**src/hw/mvdmPkg.sv**
```systemverilog
// geometry is fixed at two 128x128 8-bit images and one 8x8 block; the fraction bit is ignored
package mvdmPkg;

    // ====================
    // image geometry
    // ====================
    localparam int IMG_DIM    = 128;
    localparam int COORD_W    = 7;
    localparam int PIX_W      = 8;
    localparam int IMG_PIXELS = IMG_DIM * IMG_DIM;
    // row in the upper bits, column in the lower bits
    localparam int IMG_ADDR_W = 14;
    // top bit picks L0 or L1
    localparam int LOAD_W     = 15;

    localparam logic [COORD_W-1:0] COORD_MAX = COORD_W'(IMG_DIM - 1);

    // ====================
    // block and result
    // ====================
    localparam int BLK_DIM   = 8;
    localparam int BLK_IDX_W = 3;
    localparam int BLK_CNT_W = 2 * BLK_IDX_W;
    // 64 differences of at most 255 fit in 14 bits
    localparam int SAD_W     = 14;
    localparam int BIT_CNT_W = $clog2(SAD_W + 1);

    localparam logic [BLK_CNT_W-1:0] BLK_LAST = BLK_CNT_W'(BLK_DIM * BLK_DIM - 1);

    // ====================
    // input protocol
    // ====================
    localparam int NUM_MV_WORDS = 4;
    localparam int MV_CNT_W     = $clog2(NUM_MV_WORDS);
    localparam int IN_W         = 9;

    localparam logic [MV_CNT_W-1:0] MV_LAST = MV_CNT_W'(NUM_MV_WORDS - 1);

    // controller state encoding
    localparam int STATE_W = 2;
    localparam logic [STATE_W-1:0] ST_IDLE = 2'd0;
    localparam logic [STATE_W-1:0] ST_LOAD = 2'd1;
    localparam logic [STATE_W-1:0] ST_MV   = 2'd2;
    localparam logic [STATE_W-1:0] ST_READ = 2'd3;

    // same 9-bit word seen as a pixel during load, as a vector word during entry
    typedef union packed {
        struct packed {
            logic [PIX_W-1:0] pix;
            logic             pad;
        } pixel;
        struct packed {
            logic               pad;
            logic [COORD_W-1:0] coord;
            logic               frac;
        } vector;
    } inWord_u;

endpackage

```
**src/hw/mvdmCtrl.sv**
```systemverilog
// in_valid must last exactly two images; a new vector burst only after out_valid has fallen
`timescale 1ns/10ps

module mvdmCtrl (
    input  logic                           clk,
    input  logic                           rst_n,
    input  logic                           in_valid,
    input  logic                           in_valid2,
    input  mvdmPkg::inWord_u               in_data,
    output logic                           wrEnL0,
    output logic                           wrEnL1,
    output logic [mvdmPkg::IMG_ADDR_W-1:0] wrAddr,
    output logic [mvdmPkg::PIX_W-1:0]      wrPix,
    output logic [mvdmPkg::COORD_W-1:0]    originXL0,
    output logic [mvdmPkg::COORD_W-1:0]    originYL0,
    output logic [mvdmPkg::COORD_W-1:0]    originXL1,
    output logic [mvdmPkg::COORD_W-1:0]    originYL1,
    output logic                           rdEn,
    output logic                           rdLast,
    output logic [mvdmPkg::BLK_IDX_W-1:0]  blkRow,
    output logic [mvdmPkg::BLK_IDX_W-1:0]  blkCol
);

    logic [mvdmPkg::STATE_W-1:0]   state;
    logic [mvdmPkg::STATE_W-1:0]   nextState;
    logic [mvdmPkg::LOAD_W-1:0]    loadCnt;
    logic [mvdmPkg::MV_CNT_W-1:0]  mvCnt;
    logic [mvdmPkg::BLK_CNT_W-1:0] blkIdx;
    logic [mvdmPkg::COORD_W-1:0]   mvCoord [mvdmPkg::NUM_MV_WORDS];
    logic                          loadTake;
    logic                          mvTake;
    logic                          lastMvWord;
    logic                          lastBlkStep;

    // inputs are only accepted outside the read phase
    assign loadTake = in_valid &&
                      (state == mvdmPkg::ST_IDLE || state == mvdmPkg::ST_LOAD);
    assign mvTake   = in_valid2 &&
                      (state == mvdmPkg::ST_IDLE || state == mvdmPkg::ST_MV);

    assign lastMvWord  = mvTake && (mvCnt == mvdmPkg::MV_LAST);
    assign lastBlkStep = (state == mvdmPkg::ST_READ) && (blkIdx == mvdmPkg::BLK_LAST);

    // ====================
    // phase FSM
    // ====================
    always_ff @(posedge clk or negedge rst_n) begin
        if (!rst_n) begin
            state <= mvdmPkg::ST_IDLE;
        end else begin
            state <= nextState;
        end
    end

    always_comb begin
        nextState = state;
        case (state)
            mvdmPkg::ST_IDLE: begin
                if (in_valid) begin
                    nextState = mvdmPkg::ST_LOAD;
                end else if (in_valid2) begin
                    nextState = mvdmPkg::ST_MV;
                end
            end
            mvdmPkg::ST_LOAD: begin
                // counter wraps to zero after the last L1 pixel
                if (!in_valid || (&loadCnt)) begin
                    nextState = mvdmPkg::ST_IDLE;
                end
            end
            mvdmPkg::ST_MV: begin
                if (lastMvWord) begin
                    nextState = mvdmPkg::ST_READ;
                end else if (!in_valid2) begin
                    nextState = mvdmPkg::ST_IDLE;
                end
            end
            default: begin
                if (lastBlkStep) begin
                    nextState = mvdmPkg::ST_IDLE;
                end
            end
        endcase
    end

    // ====================
    // image load
    // ====================
    always_ff @(posedge clk or negedge rst_n) begin
        if (!rst_n) begin
            loadCnt <= '0;
        end else if (loadTake) begin
            loadCnt <= loadCnt + 1'b1;
        end else begin
            loadCnt <= '0;
        end
    end

    // write lands on the edge that ends the in_valid cycle
    assign wrEnL0 = loadTake && !loadCnt[mvdmPkg::LOAD_W-1];
    assign wrEnL1 = loadTake && loadCnt[mvdmPkg::LOAD_W-1];
    assign wrAddr = loadCnt[mvdmPkg::IMG_ADDR_W-1:0];
    assign wrPix  = in_data.pixel.pix;

    // ====================
    // vector capture
    // ====================
    always_ff @(posedge clk or negedge rst_n) begin
        if (!rst_n) begin
            mvCnt <= '0;
        end else if (mvTake) begin
            mvCnt <= mvCnt + 1'b1;
        end else begin
            mvCnt <= '0;
        end
    end

    // word order L0 x, L0 y, L1 x, L1 y; fraction bit dropped
    always_ff @(posedge clk) begin
        if (mvTake) begin
            mvCoord[mvCnt] <= in_data.vector.coord;
        end
    end

    assign originXL0 = mvCoord[0];
    assign originYL0 = mvCoord[1];
    assign originXL1 = mvCoord[2];
    assign originYL1 = mvCoord[3];

    // ====================
    // block read sequence
    // ====================
    always_ff @(posedge clk or negedge rst_n) begin
        if (!rst_n) begin
            blkIdx <= '0;
        end else if (state == mvdmPkg::ST_READ) begin
            blkIdx <= blkIdx + 1'b1;
        end else begin
            blkIdx <= '0;
        end
    end

    // row-major walk over the 8x8 block
    assign rdEn   = (state == mvdmPkg::ST_READ);
    assign rdLast = lastBlkStep;
    assign blkRow = blkIdx[mvdmPkg::BLK_CNT_W-1:mvdmPkg::BLK_IDX_W];
    assign blkCol = blkIdx[mvdmPkg::BLK_IDX_W-1:0];

endmodule

```
**config.mk**
```make
export PLATFORM = sky130hd
export DESIGN_NAME = mvdmCtrl
export DESIGN_NICKNAME = d
export VERILOG_FILES = /design/src/hw/mvdmPkg.sv /design/src/hw/mvdmCtrl.sv
export SDC_FILE = /design/constraint.sdc
export NUM_CORES = 1
export LEC_CHECK = 0
export BUFFER_PORTS_ARGS = -buffer_cell sky130_fd_sc_hd__buf_2
export CAP_MARGIN = 20
export CORE_MARGIN = 4
export CORE_UTILIZATION = 50
export DETAILED_ROUTE_END_ITERATION = 8
export PLACE_DENSITY = 0.86
export SLEW_MARGIN = 20
export SYNTH_ARGS = -nofsm -noshare
export SYNTH_HDL_FRONTEND = slang
export SYNTH_SLANG_ARGS = --single-unit
```
**constraint.sdc**
```tcl
create_clock -name clk -period 2.1 [get_ports clk]
set_input_delay 0 -clock clk [delete_from_list [all_inputs] [get_ports clk]]
set_output_delay 0 -clock clk [all_outputs]
set_load 0.05 [all_outputs]
```
# [Word level (Yosys, flattened, before mapping)]
# Memories as Yosys holds them, arrays and structs flattened.
# Index checks and enable logic that the tools add are counted.
[totals] ff_bits=25 ram_bits=28 inputBits=13 output_inout_bits=60 elab_cells=43 mem_count=1
[op_classes] n_addsub=3 n_eq_ne=8 n_mux=12 n_reduce_logical=15
[memory_table] name="mvCoord" words=4 word_bits=7 rd=4 rd_ports_with_merged_regs=0 write_ports=1 line="mvdmCtrl.sv:29" rtl="logic [mvdmPkg::COORD_W-1:0] mvCoord [mvdmPkg::NUM_MV_WORDS];"
[ops] cell="15-bit by 1-bit adder with 15-bit output, second input constant" count=1
[ops] cell="15-bit two-way mux" count=1
[ops] cell="15-bit AND reduction" count=1
[ops] cell="2-bit two-way mux" count=7
[ops] cell="6-bit by 1-bit adder with 6-bit output, second input constant" count=1
[ops] cell="2-bit equality test, second input constant" count=3
[ops] cell="6-bit equality test, second input constant" count=1
[ops] cell="1-bit logical AND" count=6
[ops] cell="6-bit two-way mux" count=1
[ops] cell="3-bit inequality test, second input constant" count=2
[ops] cell="2-bit case mux with 3 select lines" count=1
[ops] cell="4-bit AND reduction" count=1
[ops] cell="4-bit nonzero test" count=1
[ops] cell="1-bit logical OR" count=3
[ops] cell="2-bit by 1-bit adder with 2-bit output, second input constant" count=1
[ops] cell="2-bit by 1-bit equality test with 1-bit output, second input constant" count=1
[ops] cell="1-bit logical NOT" count=2
[ops] cell="2-bit logical NOT" count=1
[ops] cell="1-bit two-way mux" count=2
[ops] cell="2-bit by 1-bit inequality test with 1-bit output, second input constant" count=1

# [Longest topological paths before layout]
[depth] ltp_word=6 ltp_mapped=6 ltp_nobuf=6

# [Least setup slack after synthesis]
# Ideal clock, no wire load.
[synth_path] path_type="reg-to-reg" start="register state[0] in the netlist's numbering" end="register loadCnt[14] in the netlist's numbering" setup_ps=69 arrival_ps=1817 required_ps=2031 slack_ps=214 path_stages_with_launch=6 path_buffers=0 period_less_slack_ps=1886 cell_sequence="dfrtp_1 -> inv_1 -> ha_1 -> o21ai_1 -> nor2_1 -> mux2_2"
[synth_between] elab_chain_len=4 word_cells_on_any_way=5 classes_between="1 x eq/ne; 1 x mux; 3 x reduce/logical"
[synth_lines] item="from (decl)" line="mvdmCtrl.sv:24" rtl="logic [mvdmPkg::STATE_W-1:0] state;"
[synth_lines] item="from (signal assigned)" line="mvdmCtrl.sv:49" rtl="state <= mvdmPkg::ST_IDLE;"
[synth_lines] item="from (signal assigned)" line="mvdmCtrl.sv:51" rtl="state <= nextState;"
[synth_lines] item="2-bit by 1-bit equality test with 1-bit output or 2-bit logical NOT (tied branches)" line="mvdmCtrl.sv:37" rtl="(state == mvdmPkg::ST_IDLE || state == mvdmPkg::ST_LOAD);"
[synth_lines] item="1-bit logical OR (*)" line="mvdmCtrl.sv:37"
[synth_lines] item="1-bit logical AND (*)" line="mvdmCtrl.sv:36" rtl="assign loadTake = in_valid &&"
[synth_lines] item="15-bit two-way mux (*)" line="mvdmCtrl.sv:92" rtl="end else if (loadTake) begin"
[synth_lines] item="to (signal assigned)" line="mvdmCtrl.sv:93" rtl="loadCnt <= loadCnt + 1'b1;"
[synth_lines] item="to (decl)" line="mvdmCtrl.sv:26" rtl="logic [mvdmPkg::LOAD_W-1:0] loadCnt;"
# Every way passes the cells marked *; elsewhere a longest branch is shown, timed or not.
# A chain may end at the register's enable or synchronous reset.

# [Worst setup path in the final report]
[layout_path] start="register state[0] in the netlist's numbering" end="memory mvCoord[3][5] in the netlist's numbering, enable pin"
[layout_between] elab_chain_len=5 word_cells_on_any_way=6 classes_between="1 x eq/ne; 2 x mux; 3 x reduce/logical"
[layout_lines] item="2-bit equality test or 2-bit logical NOT (tied branches)" line="mvdmCtrl.sv:39" rtl="(state == mvdmPkg::ST_IDLE || state == mvdmPkg::ST_MV);"
[layout_lines] item="1-bit logical OR (*)" line="mvdmCtrl.sv:39"
[layout_lines] item="1-bit logical AND (*)" line="mvdmCtrl.sv:38" rtl="assign mvTake = in_valid2 &&"
[layout_lines] item="1-bit two-way mux (*)" line="mvdmCtrl.sv:120" rtl="if (mvTake) begin"
[layout_lines] item="1-bit two-way mux (implied by the code) (*)" line="mvdmCtrl.sv:121" rtl="mvCoord[mvCnt] <= in_data.vector.coord;"
[layout_lines] item="to (decl)" line="mvdmCtrl.sv:29"
# Marked as above.

==> impl_metrics.csv <==
group,metric,value,unit
timing,skew,0.0125,ns
global_routing,grt_usage,0.154,
synth,ys_ff_latch,53,
timing,fmax,549,MHz
global_routing,gr-usage-met3,0.0520,
global_routing,grt_overflow,0,
synth,synth_top_area_frac,0.358,
synth,synth_cells,184,
placement,gp_congestion,0.760,
route,drtPass1Iterations,4,
timing,worst_slack,0.277,ns
die,num_io_pins,73,
die,die-area,5850,µm²
die,die_y,76.5,µm
power_and_ir_drop,p_leak,1.27,nW
synth,synth-main-ff-cell,"edfxtp_1",
route,drt_iter0_markers,24,
power_and_ir_drop,p_clk_frac,0.227,
power_and_ir_drop,p_int,1.85,mW
route,avgViaCountPerCell,5.15,
power_and_ir_drop,swShare,0.366,
synth,ys_warn_count,0,
timing,final-setup-viol-count,0,
synth,synthDistinctLibCells,32,
placement,dp_slack,0.301,ns
timing,fin_crit_sh,0.868,
final_layout,utilization,0.629,
synth,syn_area,2350,µm²
clocking,clk_latency,0.30,ns
synth,yosysTopAreaCell,"edfxtp_1",
worst_setup_path,cp_common_cell,"nor2_1",
route,vias,1546,
placement,dp_hpwl,3250,µm
flow_run,cap_violations,0,
timing,hold_viol_final,0,
final_layout,n_antenna_cell,0,
global_routing,grt_max_degree,26,
synth,ys_seq_area_frac,0.625,
synth,synthArstFlopShare,0.472,
clocking,cts_num_sinks,53,
final_layout,drive_gt1_frac,0.331,
route,drc_errors,0,
worst_setup_path,start_kind,"flip-flop",
worst_setup_path,cp-end-kind,"flip-flop",
clocking,clk_pin_slew,0.09,ns
die,fp-row-count,24,
clocking,cts_root_buf,"clkbuf_8",
final_layout,area_delta_synth_final,19.1,%
timing,slew_headroom,0.632,
die,initial_utilization,0.528,
global_routing,met2_usage,0.273,
placement,dpl_cell_area,2590,µm²
worst_setup_path,max_stage_delay,0.42,ns
power_and_ir_drop,vdd_drop_max,0.000688,V
route,wl,4380,µm
die,die_x,76.5,µm
worst_setup_path,cp_cell_sequence,"inv_1, ha_1, nor2_1, nor2_1, and2_1",
global_routing,grt_pass1_wl,7220,µm
worst_setup_path,critPathKind,"flip-flop to flip-flop",
synth,synth_area_leaders,"edfxtp_1 36%, dfrtp_1 27%, buf_4 7.4%, ha_1 5.3%, nor2_1 3.2%",
synth,synth.avg_cell_area,12.8,µm²
timing,worstMarginPinSlew,0.551,ns
worst_hold_path,hold_path_class,"input port to primary output",
die,coreArea,4440,µm²
timing,drv_slew,0,
synth,syn_nets,207,
clocking,cts_buffers,5,
worst_setup_path,cp_max_fo,7,
timing,rsz0062_at_grt,"false",
final_layout,finish.instance_area,2800,µm²
final_layout,final_cell_mix,"69 x buf_2, 28 x edfxtp_1, 25 x dfrtp_1, 20 x nor2_1",
route,wire_per_inst,14.6,µm
power_and_ir_drop,p_per_area,1050,nW/µm²
worst_setup_path,r2r_setup_slack,0.28,ns
power_and_ir_drop,p_seq_frac,0.449,
clocking,cts_max_level,2,
timing,period_needed,1.82,ns
worst_setup_path,arrival,1.78,ns
worst_setup_path,cp_slowest_cell,"dfrtp_1",
route,antenna_left,0,
synth,synth-edff-count,28,
global_routing,busiest_layer,"met2",
timing,finalSetupTns,0,ns
worst_setup_path,cp_data_required_time,2.06,ns
global_routing,use_met1,0.172,
power_and_ir_drop,p_comb_frac,0.324,
global_routing,grt_pass1_vias,1521,
clocking,cts_setup_buffers,0,
final_layout,fill_cells,348,
final_layout,final_nets,270,
clocking,clockBufferDepth,2,
clocking,cts_tree,"yes",
power_and_ir_drop,power_switching,1.07,mW
placement,io_buffers,69,
global_routing,antenna_found_initial,0,
final_layout,final_common_cell,"buf_2",
run_status,status,"completed",
power by group through the flow:
stage / Combinational [mW] / Clock [mW] / Sequential [mW]
finish: 0.948 / 0.663 / 1.31
global route: 1.03 / 0.721 / 1.33
CTS: 0.963 / 0.680 / 1.31
floorplan: 0.512 / 0 / 1.56
global placement: 0.914 / 0 / 1.33
detailed placement: 0.943 / 0 / 1.34
final timing paths:
kind,start,end,cells past startpoint
max,state[0],mvCoord[3][5],5
min,in_data[8],wrPix[7],0
max reg2reg,state[0],mvCoord[3][5],5
min reg2reg,blkIdx[0],blkIdx[0],1
max in group asynchronous,rst_n,loadCnt[11],2
min in group asynchronous,rst_n,loadCnt[1],2
state kept, by name (all words and copies together), names as in the netlist:
| register | cells |
|---|---|
| mvCnt | 2 |
| blkIdx | 6 |
| loadCnt | 15 |
| state | 2 |
| mvCoord | 28 |
metal layers:
layer,up-vias,wire length [µm]
li1,741,-
met1,731,1800
met2,69,2180
met3,5,352
met4,0,49
met5,-,0
synthesized netlist by cell type (3+ instances only):
cell	number
nand4_1	6
o21ai_0	3
nand2_1	6
edfxtp_1	28
dfrtp_1	25
and2_1	10
inv_1	8
ha_1	10
nand3_1	8
xor2_1	7
nor2_1	20
buf_4	23
xnor2_1	7
timing repair:
action / 4_1_cts / 5_1_grt
resized for setup: 0 / 0
hold endpoints to repair: 54 / 0
hold buffers: 9 / 0
metrics by stage:
stage / power (mW) / instances / hold WS (ns)
2_1_floorplan: 2.07 / 184 / -0.296
3_3_place_gp: 2.24 / 283 / 0.000589
3_5_place_dp: 2.28 / 283 / 0.000589
4_1_cts: 2.96 / 300 / 0.000589
5_1_grt: 3.08 / 300 / 0.0000943
6_report: 2.92 / 300 / 0.0000220
cell type report:
cell class / count / area [µm²] / area share
tap: 52 / 65.1 / 0.0233
inverter: 8 / 30.0 / 0.0107
multi-input combinational: 99 / 673 / 0.241
timing repair buffer: 80 / 450 / 0.161
sequential: 53 / 1470 / 0.525
clock inverter: 3 / 41.3 / 0.0148
clock buffer: 5 / 68.8 / 0.0246
kinds of logic after synthesis:
family,share of synthesized area
simple gates,0.141
buf+inv,0.0880
compound gates,0.0357
mux,0.00480
flops,0.625
xor+xnor,0.0523
fa+ha+maj,0.0533
critical path: cells and delay by family, from the launching register on:
kind	cells	cell delay (ns)
adders and majority gates	1	0.23
and+or+nand+nor	3	0.71
buffers and inverters	1	0.11
DFF	1	0.42
(Power assumes the default switching activity.)
