## src/hw/mvdmPkg.sv

```systemverilog
// geometry is fixed at two 128x128 8-bit images and one 8x8 block; the fraction bit is ignored
package mvdmPkg;

    // ====================
    // image geometry
    // ====================
    localparam int IMG_DIM    = 128;
    localparam int COORD_W    = 7;
    localparam int PIX_W      = 8;
    localparam int IMG_PIXELS = IMG_DIM * IMG_DIM;
    // row in the upper bits, column in the lower bits
    localparam int IMG_ADDR_W = 14;
    // top bit picks L0 or L1
    localparam int LOAD_W     = 15;

    localparam logic [COORD_W-1:0] COORD_MAX = COORD_W'(IMG_DIM - 1);

    // ====================
    // block and result
    // ====================
    localparam int BLK_DIM   = 8;
    localparam int BLK_IDX_W = 3;
    localparam int BLK_CNT_W = 2 * BLK_IDX_W;
    // 64 differences of at most 255 fit in 14 bits
    localparam int SAD_W     = 14;
    localparam int BIT_CNT_W = $clog2(SAD_W + 1);

    localparam logic [BLK_CNT_W-1:0] BLK_LAST = BLK_CNT_W'(BLK_DIM * BLK_DIM - 1);

    // ====================
    // input protocol
    // ====================
    localparam int NUM_MV_WORDS = 4;
    localparam int MV_CNT_W     = $clog2(NUM_MV_WORDS);
    localparam int IN_W         = 9;

    localparam logic [MV_CNT_W-1:0] MV_LAST = MV_CNT_W'(NUM_MV_WORDS - 1);

    // controller state encoding
    localparam int STATE_W = 2;
    localparam logic [STATE_W-1:0] ST_IDLE = 2'd0;
    localparam logic [STATE_W-1:0] ST_LOAD = 2'd1;
    localparam logic [STATE_W-1:0] ST_MV   = 2'd2;
    localparam logic [STATE_W-1:0] ST_READ = 2'd3;

    // same 9-bit word seen as a pixel during load, as a vector word during entry
    typedef union packed {
        struct packed {
            logic [PIX_W-1:0] pix;
            logic             pad;
        } pixel;
        struct packed {
            logic               pad;
            logic [COORD_W-1:0] coord;
            logic               frac;
        } vector;
    } inWord_u;

endpackage

```

## src/hw/sadAccum.sv

```systemverilog
// expects one 64-pixel burst per request and no new burst while the result is still shifting
`timescale 1ns/10ps

module sadAccum (
    input  logic                      clk,
    input  logic                      rst_n,
    input  logic [mvdmPkg::PIX_W-1:0] pixL0,
    input  logic [mvdmPkg::PIX_W-1:0] pixL1,
    input  logic                      rdEn,
    input  logic                      rdLast,
    output logic                      out_valid,
    output logic                      out_sad
);

    logic                          pixValid;
    logic                          pixFirst;
    logic                          pixLast;
    logic                          sumReady;
    logic [mvdmPkg::PIX_W-1:0]     absDiff;
    logic [mvdmPkg::SAD_W-1:0]     sum;
    logic [mvdmPkg::SAD_W-1:0]     shiftReg;
    logic [mvdmPkg::BIT_CNT_W-1:0] bitCnt;

    // ====================
    // read latency align
    // ====================
    // pixValid is rdEn of the previous cycle, so rdEn && !pixValid is the rising edge
    always_ff @(posedge clk or negedge rst_n) begin
        if (!rst_n) begin
            pixValid <= 1'b0;
            pixFirst <= 1'b0;
            pixLast  <= 1'b0;
            sumReady <= 1'b0;
        end else begin
            pixValid <= rdEn;
            pixFirst <= rdEn && !pixValid;
            pixLast  <= rdLast;
            sumReady <= pixLast;
        end
    end

    // ====================
    // accumulate
    // ====================
    assign absDiff = (pixL0 > pixL1) ? (pixL0 - pixL1) : (pixL1 - pixL0);

    always_ff @(posedge clk) begin
        if (pixValid) begin
            sum <= (pixFirst ? '0 : sum) +
                   {{(mvdmPkg::SAD_W - mvdmPkg::PIX_W){1'b0}}, absDiff};
        end
    end

    // ====================
    // serial output
    // ====================
    always_ff @(posedge clk or negedge rst_n) begin
        if (!rst_n) begin
            bitCnt <= '0;
        end else if (sumReady) begin
            bitCnt <= mvdmPkg::BIT_CNT_W'(mvdmPkg::SAD_W);
        end else if (bitCnt != '0) begin
            bitCnt <= bitCnt - 1'b1;
        end
    end

    // msb first
    always_ff @(posedge clk) begin
        if (sumReady) begin
            shiftReg <= sum;
        end else if (bitCnt != '0) begin
            shiftReg <= {shiftReg[mvdmPkg::SAD_W-2:0], 1'b0};
        end
    end

    assign out_valid = (bitCnt != '0);
    assign out_sad   = out_valid && shiftReg[mvdmPkg::SAD_W-1];

endmodule

```

## config.mk

```make
export PLATFORM = sky130hd
export DESIGN_NAME = sadAccum
export DESIGN_NICKNAME = d
export VERILOG_FILES = /design/src/hw/mvdmPkg.sv /design/src/hw/sadAccum.sv
export SDC_FILE = /design/constraint.sdc
export NUM_CORES = 1
export LEC_CHECK = 0
export BUFFER_PORTS_ARGS = -buffer_cell sky130_fd_sc_hd__buf_2
export CELL_PAD_IN_SITES_DETAIL_PLACEMENT = 1
export CELL_PAD_IN_SITES_GLOBAL_PLACEMENT = 1
export CORE_MARGIN = 5
export CORE_UTILIZATION = 37
export CTS_CLUSTER_SIZE = 10
export DETAILED_ROUTE_END_ITERATION = 6
export MAX_ROUTING_LAYER = met4
export PLACE_DENSITY = 0.74
export SLEW_MARGIN = 25
export SYNTH_ARGS = -nofsm -noshare
export SYNTH_HDL_FRONTEND = slang
export SYNTH_SLANG_ARGS = --single-unit
```

## constraint.sdc

```tcl
create_clock -name clk -period 2.4 [get_ports clk]
set_input_delay 0.36 -clock clk [delete_from_list [all_inputs] [get_ports clk]]
set_output_delay 0.36 -clock clk [all_outputs]
set_load 0.02 [all_outputs]
```

# Word-level counts from Yosys, hierarchy flattened
# Cells that the tools add are included.
[word_totals]
reg_bits = 36
latch_bits = 0
mem_bits_rw = 0
rom_bits = 0
input_bits = 20
output_inout_bits = 2
elab_cells = 23
memories = 0
[classes]
n_addsub = 4
multipliers = 0
div_mod_pow = 0
n_lt_le_gt_ge = 1
n_eq_ne = 0
shift = 0
n_mux = 6
bitwise_logic = 0
reduce_logical = 5
[ops]
columns = ["operator", "n"]
rows = [
  ["$mux W14", 3],
  ["$sub A8 B8 Y8", 2],
  ["$add A14 B8 Y14", 1],
  ["$gt A8 B8 Y1", 1],
  ["$mux W4", 2],
  ["$mux W8", 1],
  ["$reduce_bool A4 Y1", 1],
  ["$sub A4 B1 Y4 const B", 1],
  ["$logic_and A1 B1 Y1", 2],
  ["$reduce_bool A2 Y1", 1],
  ["$logic_not A1 Y1", 1],
]

# Depth between registers and ports, before layout
# Gate-level depths: netlist of the first run.
[depth]
word_depth = 3
ltp_mapped = 16
ltp_nobuf = 15

# Least setup slack after synthesis of the first run
# OpenSTA, ideal clock, no wires.
[synth_timing]
path_type = "input -> register"
from = "input port pixL0[0] (netlist name)"
to = "register sum[10] (netlist name) (data pin)"
setup_ps = 261
arrival_time_ps = 3192
required_time_ps = 2139
slack_ps = -1053
stages = 15
n_path_buf = 1
cell_sequence = "inv_1 ha_1 inv_1 fa_1 nand3_1 a21oi_1 o31a_1 buf_6 mux2_1 fa_1 a21o_1 a21o_1 a32o_1 a31oi_1 nand3_1"
[synth_between]
elab_chain_len = 3
word_cells_on_any_way = 5
cone_classes = "add/sub: 3; order compare: 1; mux: 1"
[synth_rtl]
columns = ["element", "line_no", "text"]
rows = [
  ["from (decl)", "sadAccum.sv:7", "input logic [mvdmPkg::PIX_W-1:0] pixL0,"],
  ["$sub A8 B8 Y8 / $gt A8 B8 Y1 (equally long branches)", "sadAccum.sv:45", "assign absDiff = (pixL0 > pixL1) ? (pixL0 - pixL1) : (pixL1 - pixL0);"],
  ["$mux W8 (*)", "sadAccum.sv:45", ""],
  ["$add A14 B8 Y14 (*)", "sadAccum.sv:49", "sum <= (pixFirst ? '0 : sum) +"],
  ["to (signal assigned)", "sadAccum.sv:49", ""],
  ["to (decl)", "sadAccum.sv:20", "logic [mvdmPkg::SAD_W-1:0] sum;"],
]
# Mark *: on every way between the ends. The rest lies on a longest branch, timed or not.
# A chain may end at the register's enable or synchronous reset.

# Worst setup path in the final report of the first run
[layout_timing]
from = "input port pixL0[0] (netlist name)"
to = "register sum[13] (netlist name) (data pin)"
# The elaborated chain is that of the path after synthesis.

==> results by stage, run 1 <==
Status:
- The flow ran to the end, but the final reports show violations.
- The checks that failed: negative setup slack.

Layout:
- The number of fill cells in the layout is approximately 790.
- 0 antenna diodes ended up in the layout.
- Excluding fillers, the count of instances in the completed layout stands at between 400 and 500.
- Compared with the post-synthesis result, the final layout area differs by 37.0%.
- The fraction of layout cells with a size suffix above 1 is 0.455.
- The final layout net count is about 370.
- The finished cells cover around 3700 sq um.

GRT:
- Entering global routing, the biggest net connects 20 pins.
- The first-pass GRT wire length is around 11 mm.
- The total congestion overflow is 0.
- The via count of the first global-routing pass is ~2,300.
- Across every metal layer, demand over resource in global routing totals 0.163.
- The number of antenna violations at the first check in global routing is 0.

Logic synthesis:
- When the netlist entered floorplanning its net count stood at 296.
- The share of flip-flops with an asynchronous set or reset after synthesis is 0.222.
- The share of synthesized area in the top cell type comes to 0.315.
- After synthesis, the netlist uses 47 different library cells.
- The library cell occupying the most area in the post-synthesis netlist is sky130_fd_sc_hd__edfxtp_1.
- The summed instance area of the synthesized netlist is between 2000 and 3000 sq um.
- The share of the Yosys chip area taken by registers is 0.390.
- The number of enable flip-flop cells after synthesis is 28.
- By area the synthesized netlist is led by sky130_fd_sc_hd__edfxtp_1 (32%), sky130_fd_sc_hd__ha_1 (12%), sky130_fd_sc_hd__dfrtp_1 (7.5%), sky130_fd_sc_hd__mux2_2 (5.9%), sky130_fd_sc_hd__inv_1 (3.7%).
- The most used flip-flop cell after synthesis is sky130_fd_sc_hd__edfxtp_1.
- In this run the mean area of a mapped cell was approximately 11 sq um.
- The synthesis warning total is 0.
- The total of flip-flops plus latches after synthesis is 36.
- The cell count after synthesis is ~250.

Setup path:
- The data required time at the worst endpoint is 2.55 ns.
- The type of element launching the critical path is a primary input.
- The launching point of the worst reg2reg path is sum[0].
- Of all nets on the critical path, the largest fanout is 3.
- Walking the worst path, the cells encountered are buf_12, inv_12, ha_4, inv_2, fa_2, nand3_2, a21oi_4, o31a_1, buf_6, mux2_4, xor2_1, ha_2, nand3_2, o211ai_1, buf_4, nand2_2, or3_1, a21oi_2.
- For this design, the slowest cell found on the critical path is sky130_fd_sc_hd__fa_2.
- The worst setup path is of the primary input to register kind.
- For this run, the slowest stage of the critical path takes about 0.36 ns.
- The critical path launch point is pixL0[0].
- The type of element capturing the critical path is a register.
- The cell with the most instances on the worst path is sky130_fd_sc_hd__nand3_2.
- The data arrival time of the critical path is ~3.3 ns.

Clocking:
- The CTS sink count is 36.
- The clock insertion delay at the later pin of the skew report is ~0.3 ns.
- The clock tree root buffer cell is sky130_fd_sc_hd__clkbuf_8.
- The maximum level of the CTS H-tree is 2.
- The clock passes through at most 2 buffers.
- The clock-pin slew reported for the worst setup and hold paths after clock tree synthesis is about 0.070 ns.
- The total CTS buffers is 5.
- The TritonCTS clock tree is yes.

Drt:
- The routed layout has around 2,200 vias.
- After detailed routing, the total wire length is 7.12 mm.
- The first-pass iteration count of the detailed router is 4.
- The count of nets left with antenna violations once routing finished came out at 0.
- The post-route DRC violation count is 0.
- In the routed layout, each cell is associated on average with a via count of ~5.1.
- The per-cell routed wire length is roughly 17 um.
- The DRC violation total after the first TritonRoute iteration is between 60 and 70.

Timing:
- The transition time of the tightest slew-check pin is slightly below 0.7 ns.
- The final setup skew is about 0.008 ns.
- The relative slew slack is 0.543.
- The minimum clock period after layout is around 3.1 ns.
- The final-report max-slew violation count is 0.
- Once routing completed, OpenROAD measured the worst setup slack at -0.738 ns.
- Static timing analysis puts the maximum clock frequency at between 0.3 and 0.4 GHz.
- The hold violation total from the final report is 0.
- The part of the cycle the worst path needs is 1.31.
- The total of endpoints with negative setup slack in the final report is 12.
- Setup repair after global routing could not meet its margin everywhere.
- The total negative slack is -6.93 ns.

Floorplanning:
- For this design the top-level I/O count stands at 22.
- The horizontal die dimension is approximately 95 um.
- The vertical extent of the die is between 90 and 100 um.
- The number of rows created at floorplan is 31.
- The floorplan step defined a die boundary enclosing roughly 9000 sq um.
- The area of the placeable core is around 7100 sq um.
- For this configuration, the core starts out at a cell density of 0.374.

Pwr:
- The portion of total power attributed to combinational logic is 0.543.
- The internal portion of the total power is around 0.0022 W.
- For this design the total switching power over the nets is 0.00121 W.
- The static leakage power is ~1.6 nW.
- The share of total power dissipated in sequential elements is 0.317.
- For this design the ratio of total power to cell area is ~930 nW/um^2.
- Of the total power, the share spent switching nets is 0.353.
- VDD sags by at most 0.297 mV.
- Power comes to between 0.003 and 0.004 W.
- The part of the total power dissipated in the clock network is 0.140.

Placement:
- The instance area at placement is 3270 sq um.
- The number of buffers inserted by port buffering is 21.
- The worst slack after detailed placement is -1.31 ns.
- The wire-length estimate of the detail-placed layout is about 5 mm.
- The last weighted congestion value of the routability-driven placer is approximately 0.8.
- The number of placed instances, taps included, is around 400.

Worst hold path:
- In this run the most critical hold path is launched from rdLast.
- The worst hold-check path type is primary input to register.

Run:
- The max-capacitance violation count is 0.
[routing by layer]
layer	up-vias	part of all wire	track usage
li1	1050	-	-
met1	1081	0.43	0.192
met2	30	0.53	0.294
met3	9	0.019	0.0175
met4	0	0.014	0.0457
met5	-	0	-
[kinds of logic (layout without fill, tap and decap cells)]
logic type / Yosys count / after routing / synth area share
buffers and inverters: 34 / 111 / 0.0572
XOR/XNOR: 11 / 11 / 0.0361
flip-flops: 36 / 36 / 0.390
adder cells (fa/ha/maj): 28 / 28 / 0.140
multiplexers: 26 / 26 / 0.120
AO/OA/AOI/OAI: 54 / 54 / 0.137
AND/OR/NAND/NOR: 59 / 59 / 0.120
[power by group through the flow]
stage	logic, W	registers [W]	clock network [W]
finish	0.00186	0.00108	0.000479
detailed placement	0.00151	0.00109	0
CTS	0.00167	0.00108	0.000481
global placement	0.00144	0.00108	0
global route	0.00203	0.00111	0.000511
floorplan	0.000986	0.00103	0
[metrics by stage]
step                hold slack, ns  utilization
floorplan                   0.0644            -
global placement             0.207        0.458
detailed placement           0.211        0.458
CTS                          0.174        0.492
global route                 0.169        0.512
finish                       0.174        0.512
[worst max-delay path: cells and delay by family]
kind / cells / cell delay (ns)
AO/OA/AOI/OAI: 4 / 0.60
buffers and inverters: 5 / 0.49
AND/OR/NAND/NOR: 4 / 0.55
XOR/XNOR: 1 / 0.14
adder cells (fa/ha/maj): 3 / 0.84
multiplexers: 1 / 0.30
[flip-flops by register name, summed over array words and instances, names as in the netlist]
register,count
sum,14
pixFirst,1
bitCnt,4
pixLast,1
pixValid,1
sumReady,1
shiftReg,14
[cell usage after synthesis, drive strengths merged, types with 6 or more instances]
library cell  count
nand2             6
nor2             11
mux2             18
o21ai            13
inv              26
a21oi            16
edfxtp           28
xnor2             6
ha               25
nand3             7
mux2i             8
a21o              6
dfrtp             8
nor2b            13
[final timing paths]
check	endpoint	slack [ns]	cells after the start
setup / recovery	sum[13]	-0.74	18
hold / removal	pixLast	0.17	1
setup reg to reg	sum[10]	0.14	8
hold reg to reg	sumReady	0.36	0
max in group asynchronous	bitCnt[1]	1.79	2
min in group asynchronous	pixValid	0.45	2
[timing repair]
item | in CTS | in global routing
resized for setup | 22 | 28
setup endpoints to repair | 13 | 14
pin swaps | 18 | 8
hold endpoints to repair | 8 | 0
buffers inserted | 7 | 4
hold buffers | 1 | 0
[area by class of cell]
cell class / instances / area (sq um) / area share
clock buffer: 8 / 100 / 0.0274
inverter: 26 / 110 / 0.0301
multi-input combinational: 178 / 1710 / 0.466
sequential: 36 / 1040 / 0.285
tap: 99 / 124 / 0.0339
timing repair buffer: 77 / 577 / 0.158
[placed cells by master (no fill, tap or decap), types with 7 or more instances in the layout]
cell / instances
sky130_fd_sc_hd__inv_1: 22
sky130_fd_sc_hd__buf_2: 20
sky130_fd_sc_hd__dfrtp_1: 8
sky130_fd_sc_hd__buf_6: 9
sky130_fd_sc_hd__nor2b_1: 12
sky130_fd_sc_hd__a21oi_1: 8
sky130_fd_sc_hd__nor2_1: 10
sky130_fd_sc_hd__mux2_2: 14
sky130_fd_sc_hd__buf_4: 46
sky130_fd_sc_hd__edfxtp_1: 28
sky130_fd_sc_hd__clkbuf_8: 7
sky130_fd_sc_hd__ha_1: 16
Note: power is estimated with default switching activity, not from simulation.
==> inputs of run 2 (changes only) <==
--- a/config.mk
+++ b/config.mk
@@ -8,7 +8,7 @@
 export BUFFER_PORTS_ARGS = -buffer_cell sky130_fd_sc_hd__buf_2
 export CELL_PAD_IN_SITES_DETAIL_PLACEMENT = 1
 export CELL_PAD_IN_SITES_GLOBAL_PLACEMENT = 1
-export CORE_MARGIN = 5
+export CORE_MARGIN = 4
 export CORE_UTILIZATION = 37
 export CTS_CLUSTER_SIZE = 10
 export DETAILED_ROUTE_END_ITERATION = 6
==> run 2 against run 1 <==
Compared with the run above: the run still ends with negative setup slack left; setup slack worse by 0.11 ns; non-clock buffer count up 3; core utilization up 2.7 points; critical path type unchanged; largest cell class unchanged; highest routed layer unchanged.
==> results by stage, run 2 (synthesized netlist as in run 1, its figures left out) <==
GRT:
- The via count of the first global-routing pass is 2,309 (was 2,347).
- The total congestion overflow is 0 (unchanged).
- The number of antenna violations at the first check in global routing is 0 (unchanged).
- The first-pass GRT wire length is 11.1 mm (was 11.2 mm).
- The maximum number of pins on one net before global-route repair is 16 (was 20).
- The overall global routing resource usage is 0.164 (was 0.163).

Layout:
- Largest regs: shiftReg (14), sum (14), bitCnt (4) (unchanged).
- The area of all sequential standard cells came to 1040 sq um (unchanged).
- Commonest cells after routing, fill and taps aside: sky130_fd_sc_hd__buf_4 (52), sky130_fd_sc_hd__edfxtp_1 (28), sky130_fd_sc_hd__inv_1 (22) (was sky130_fd_sc_hd__buf_4 (46), sky130_fd_sc_hd__edfxtp_1 (28), sky130_fd_sc_hd__inv_1 (22)).
- The area added between synthesis and finish is 39.7% (was 37.0%).
- The number of diodes added for antenna fixing came to 0 (unchanged).
- The number of fill cells in the layout is 763 (was 785).
- The most frequent standard cell in the layout excluding fill and tap cells is sky130_fd_sc_hd__buf_4 (unchanged).
- The multi-input logic area came to 1780 sq um (was 1710 sq um).
- The fraction of layout cells with a size suffix above 1 came to 0.470 (was 0.455).
- The final cell area excluding filler cells is 3730 sq um (was 3660 sq um).
- The final layout net count was 375 (was 372).

Setup path:
- The kind of critical path is primary input to register (unchanged).
- The data arrival time of the critical path is 3.28 ns (was 3.29 ns).
- The largest fanout of any net on the critical path was 6 (was 3).
- The cell depth of the worst flop-to-flop path is 8 (unchanged).
- The data required time at the worst endpoint was 2.43 ns (was 2.55 ns).
- The type of element launching the critical path is a primary input (unchanged).
- The type of element capturing the critical path is a register (unchanged).

Timing:
- Setup repair after global routing missed its margin: yes (unchanged).
- The total of endpoints with negative setup slack in the final report is 12 (unchanged).
- The minimum clock period after layout is 3.25 ns (was 3.14 ns).
- The part of the cycle the worst path needs is 1.35 (was 1.31).
- The transition time of the tightest slew-check pin is 0.672 ns (was 0.685 ns).
- The final setup skew is 0.00467 ns (was 0.00783 ns).
- The worst path setup slack after routing was -0.849 ns (was -0.738 ns).
- The final-report max-slew violation count is 0 (unchanged).
- The hold violation total from the final report is 0 (unchanged).
- The fmax is 0.308 GHz (was 0.319 GHz).
- The relative slew slack came to 0.552 (was 0.543).

Placement:
- The number of buffers inserted by port buffering is 21 (unchanged).
- The instance area at placement was 3290 sq um (was 3270 sq um).
- The HPWL after detailed placement came to 5.12 mm (about the same).
- The last weighted congestion value of the routability-driven placer came to 0.791 (was 0.798).

Drt:
- The routed via count is 2,226 (was 2,170).
- The per-cell via count in the routed design came to 5.25 (was 5.12).
- The per-cell routed wire length is 17.3 um (was 16.8 um).
- The DRC violation total after the first TritonRoute iteration is 119 (was 69).
- The first-pass iteration count of the detailed router is 4 (unchanged).
- The post-route DRC violation count is 0 (unchanged).
- The residual antenna-violating net count after detailed routing is 0 (unchanged).
- The total wire length after detailed routing was 7.34 mm (was 7.12 mm).

Floorplanning:
- The die footprint came to 8640 sq um (was 9010 sq um).
- The area of the placeable core is 6910 sq um (was 7140 sq um).
- The vertical extent of the die came to 92.9 um (was 94.9 um).
- The top-level I/O count came to 22 (unchanged).
- The horizontal die dimension is 92.9 um (was 94.9 um).
- The number of rows created at floorplan is 30 (was 31).
- The initial standard-cell utilization of the core was 0.386 (was 0.374).

Clocking:
- The clock insertion delay at the later pin of the skew report is 0.29 ns (was 0.30 ns).
- The clock tree root buffer cell is sky130_fd_sc_hd__clkbuf_8 (unchanged).
- The clock-pin slew reported for the worst setup and hold paths after clock tree synthesis was 0.07 ns (about the same).
- The maximum level of the CTS H-tree is 2 (unchanged).
- The total CTS buffers is 5 (unchanged).
- The TritonCTS clock tree was yes (unchanged).
- The CTS sink count is 36 (unchanged).
- The maximum clock path buffer count is 2 (unchanged).

Pwr:
- The part of the total power dissipated in the clock network is 0.131 (was 0.140).
- The switching power total is 0.00125 W (was 0.00121 W).
- The worst voltage drop across the vdd grid is 0.302 mV (was 0.297 mV).
- The static leakage power is 1.58 nW (was 1.56 nW).
- The fraction of power spent switching nets is 0.365 (was 0.353).
- The share of total power in sequential cells came to 0.316 (was 0.317).
- The sum of internal, switching and leakage power is 0.00344 W (was 0.00342 W).
- The internal portion of total power is 0.00218 W (was 0.00221 W).
- The total power per unit cell area came to 922 nW/um^2 (was 935 nW/um^2).
- The portion of total power attributed to combinational logic came to 0.553 (was 0.543).

Worst hold path:
- The worst hold-check path type is primary input to register (unchanged).
- The worst hold path cell count was 1 (unchanged).

Status:
- Violations in the final reports: negative setup slack (unchanged).
- Outcome: complete, but fails checks (unchanged).

Run:
- The max-capacitance violation count is 0 (unchanged).
-- run 2: final timing paths --
check,start,end,slack (ns)
max reg2reg,pixFirst,sum[10],-0.02
min reg2reg,pixLast,sumReady,0.36
min,rdLast,pixLast,0.18
max in group asynchronous,rst_n,pixLast,1.79
max,pixL0[0],sum[10],-0.85
min in group asynchronous,rst_n,pixFirst,0.44
-- run 2: what timing repair did --
| item | 4_1_cts | 5_1_grt |
|---|---|---|
| gates resized for setup | 27 | 28 |
| endpoints found under the setup margin | 13 | 13 |
| pin swaps | 19 | 11 |
| gates cloned | 0 | 0 |
| endpoints found under the hold margin | 8 | 0 |
| buffers inserted | 5 | 6 |
| hold buffers | 1 | 0 |
-- run 2: layout make-up --
class,count,area share
flip-flops and latches,36,0.279
clock buffers,6,0.0221
well taps,96,0.0322
inverters,26,0.0295
multi-input cells,178,0.477
repair buffers,80,0.158
clock inverters,2,0.00268
-- run 2: metrics by stage --
stage,instances,setup TNS (ns),util,hold slack [ns],worst slack (ns)
floorplan,248,-7.51,-,0.0644,-0.844
global placement,404,-12.64,0.476,0.208,-1.18
detailed placement,404,-13.83,0.476,0.215,-1.29
CTS,418,-7.27,0.515,0.177,-0.800
global route,424,-8.92,0.540,0.176,-0.940
finish,424,-7.92,0.540,0.180,-0.849
-- run 2: critical path, cell delays in order --
cell                      delay, ns
sky130_fd_sc_hd__buf_12        0.11
sky130_fd_sc_hd__inv_12        0.04
sky130_fd_sc_hd__ha_4          0.12
sky130_fd_sc_hd__inv_2         0.03
sky130_fd_sc_hd__fa_2          0.36
sky130_fd_sc_hd__nand3_4       0.09
sky130_fd_sc_hd__a21oi_4       0.06
sky130_fd_sc_hd__o31a_4        0.33
sky130_fd_sc_hd__buf_6         0.13
sky130_fd_sc_hd__mux2_4        0.31
sky130_fd_sc_hd__mux2i_4       0.19
sky130_fd_sc_hd__ha_4          0.25
sky130_fd_sc_hd__a21o_1        0.16
sky130_fd_sc_hd__a21o_1        0.19
sky130_fd_sc_hd__a32o_2        0.27
sky130_fd_sc_hd__a31oi_1       0.16
sky130_fd_sc_hd__nand3_1       0.11
-- run 2: power groups by stage --
stage               combinational, W  clock (W)  sequential (W)
finish                       0.00190   0.000452         0.00109
global route                 0.00206   0.000482         0.00111
CTS                          0.00169   0.000453         0.00108
detailed placement           0.00153          0         0.00109
global placement             0.00146          0         0.00108
floorplan                   0.000986          0         0.00103
-- run 2: routing by layer --
metal | wire (um) | up-vias | GRT usage
li1 | - | 1057 | -
met2 | 3750 | 52 | 0.275
met4 | 170 | 0 | 0.0391
met3 | 259 | 14 | 0.0211
met5 | 0 | - | -
met1 | 3160 | 1103 | 0.211
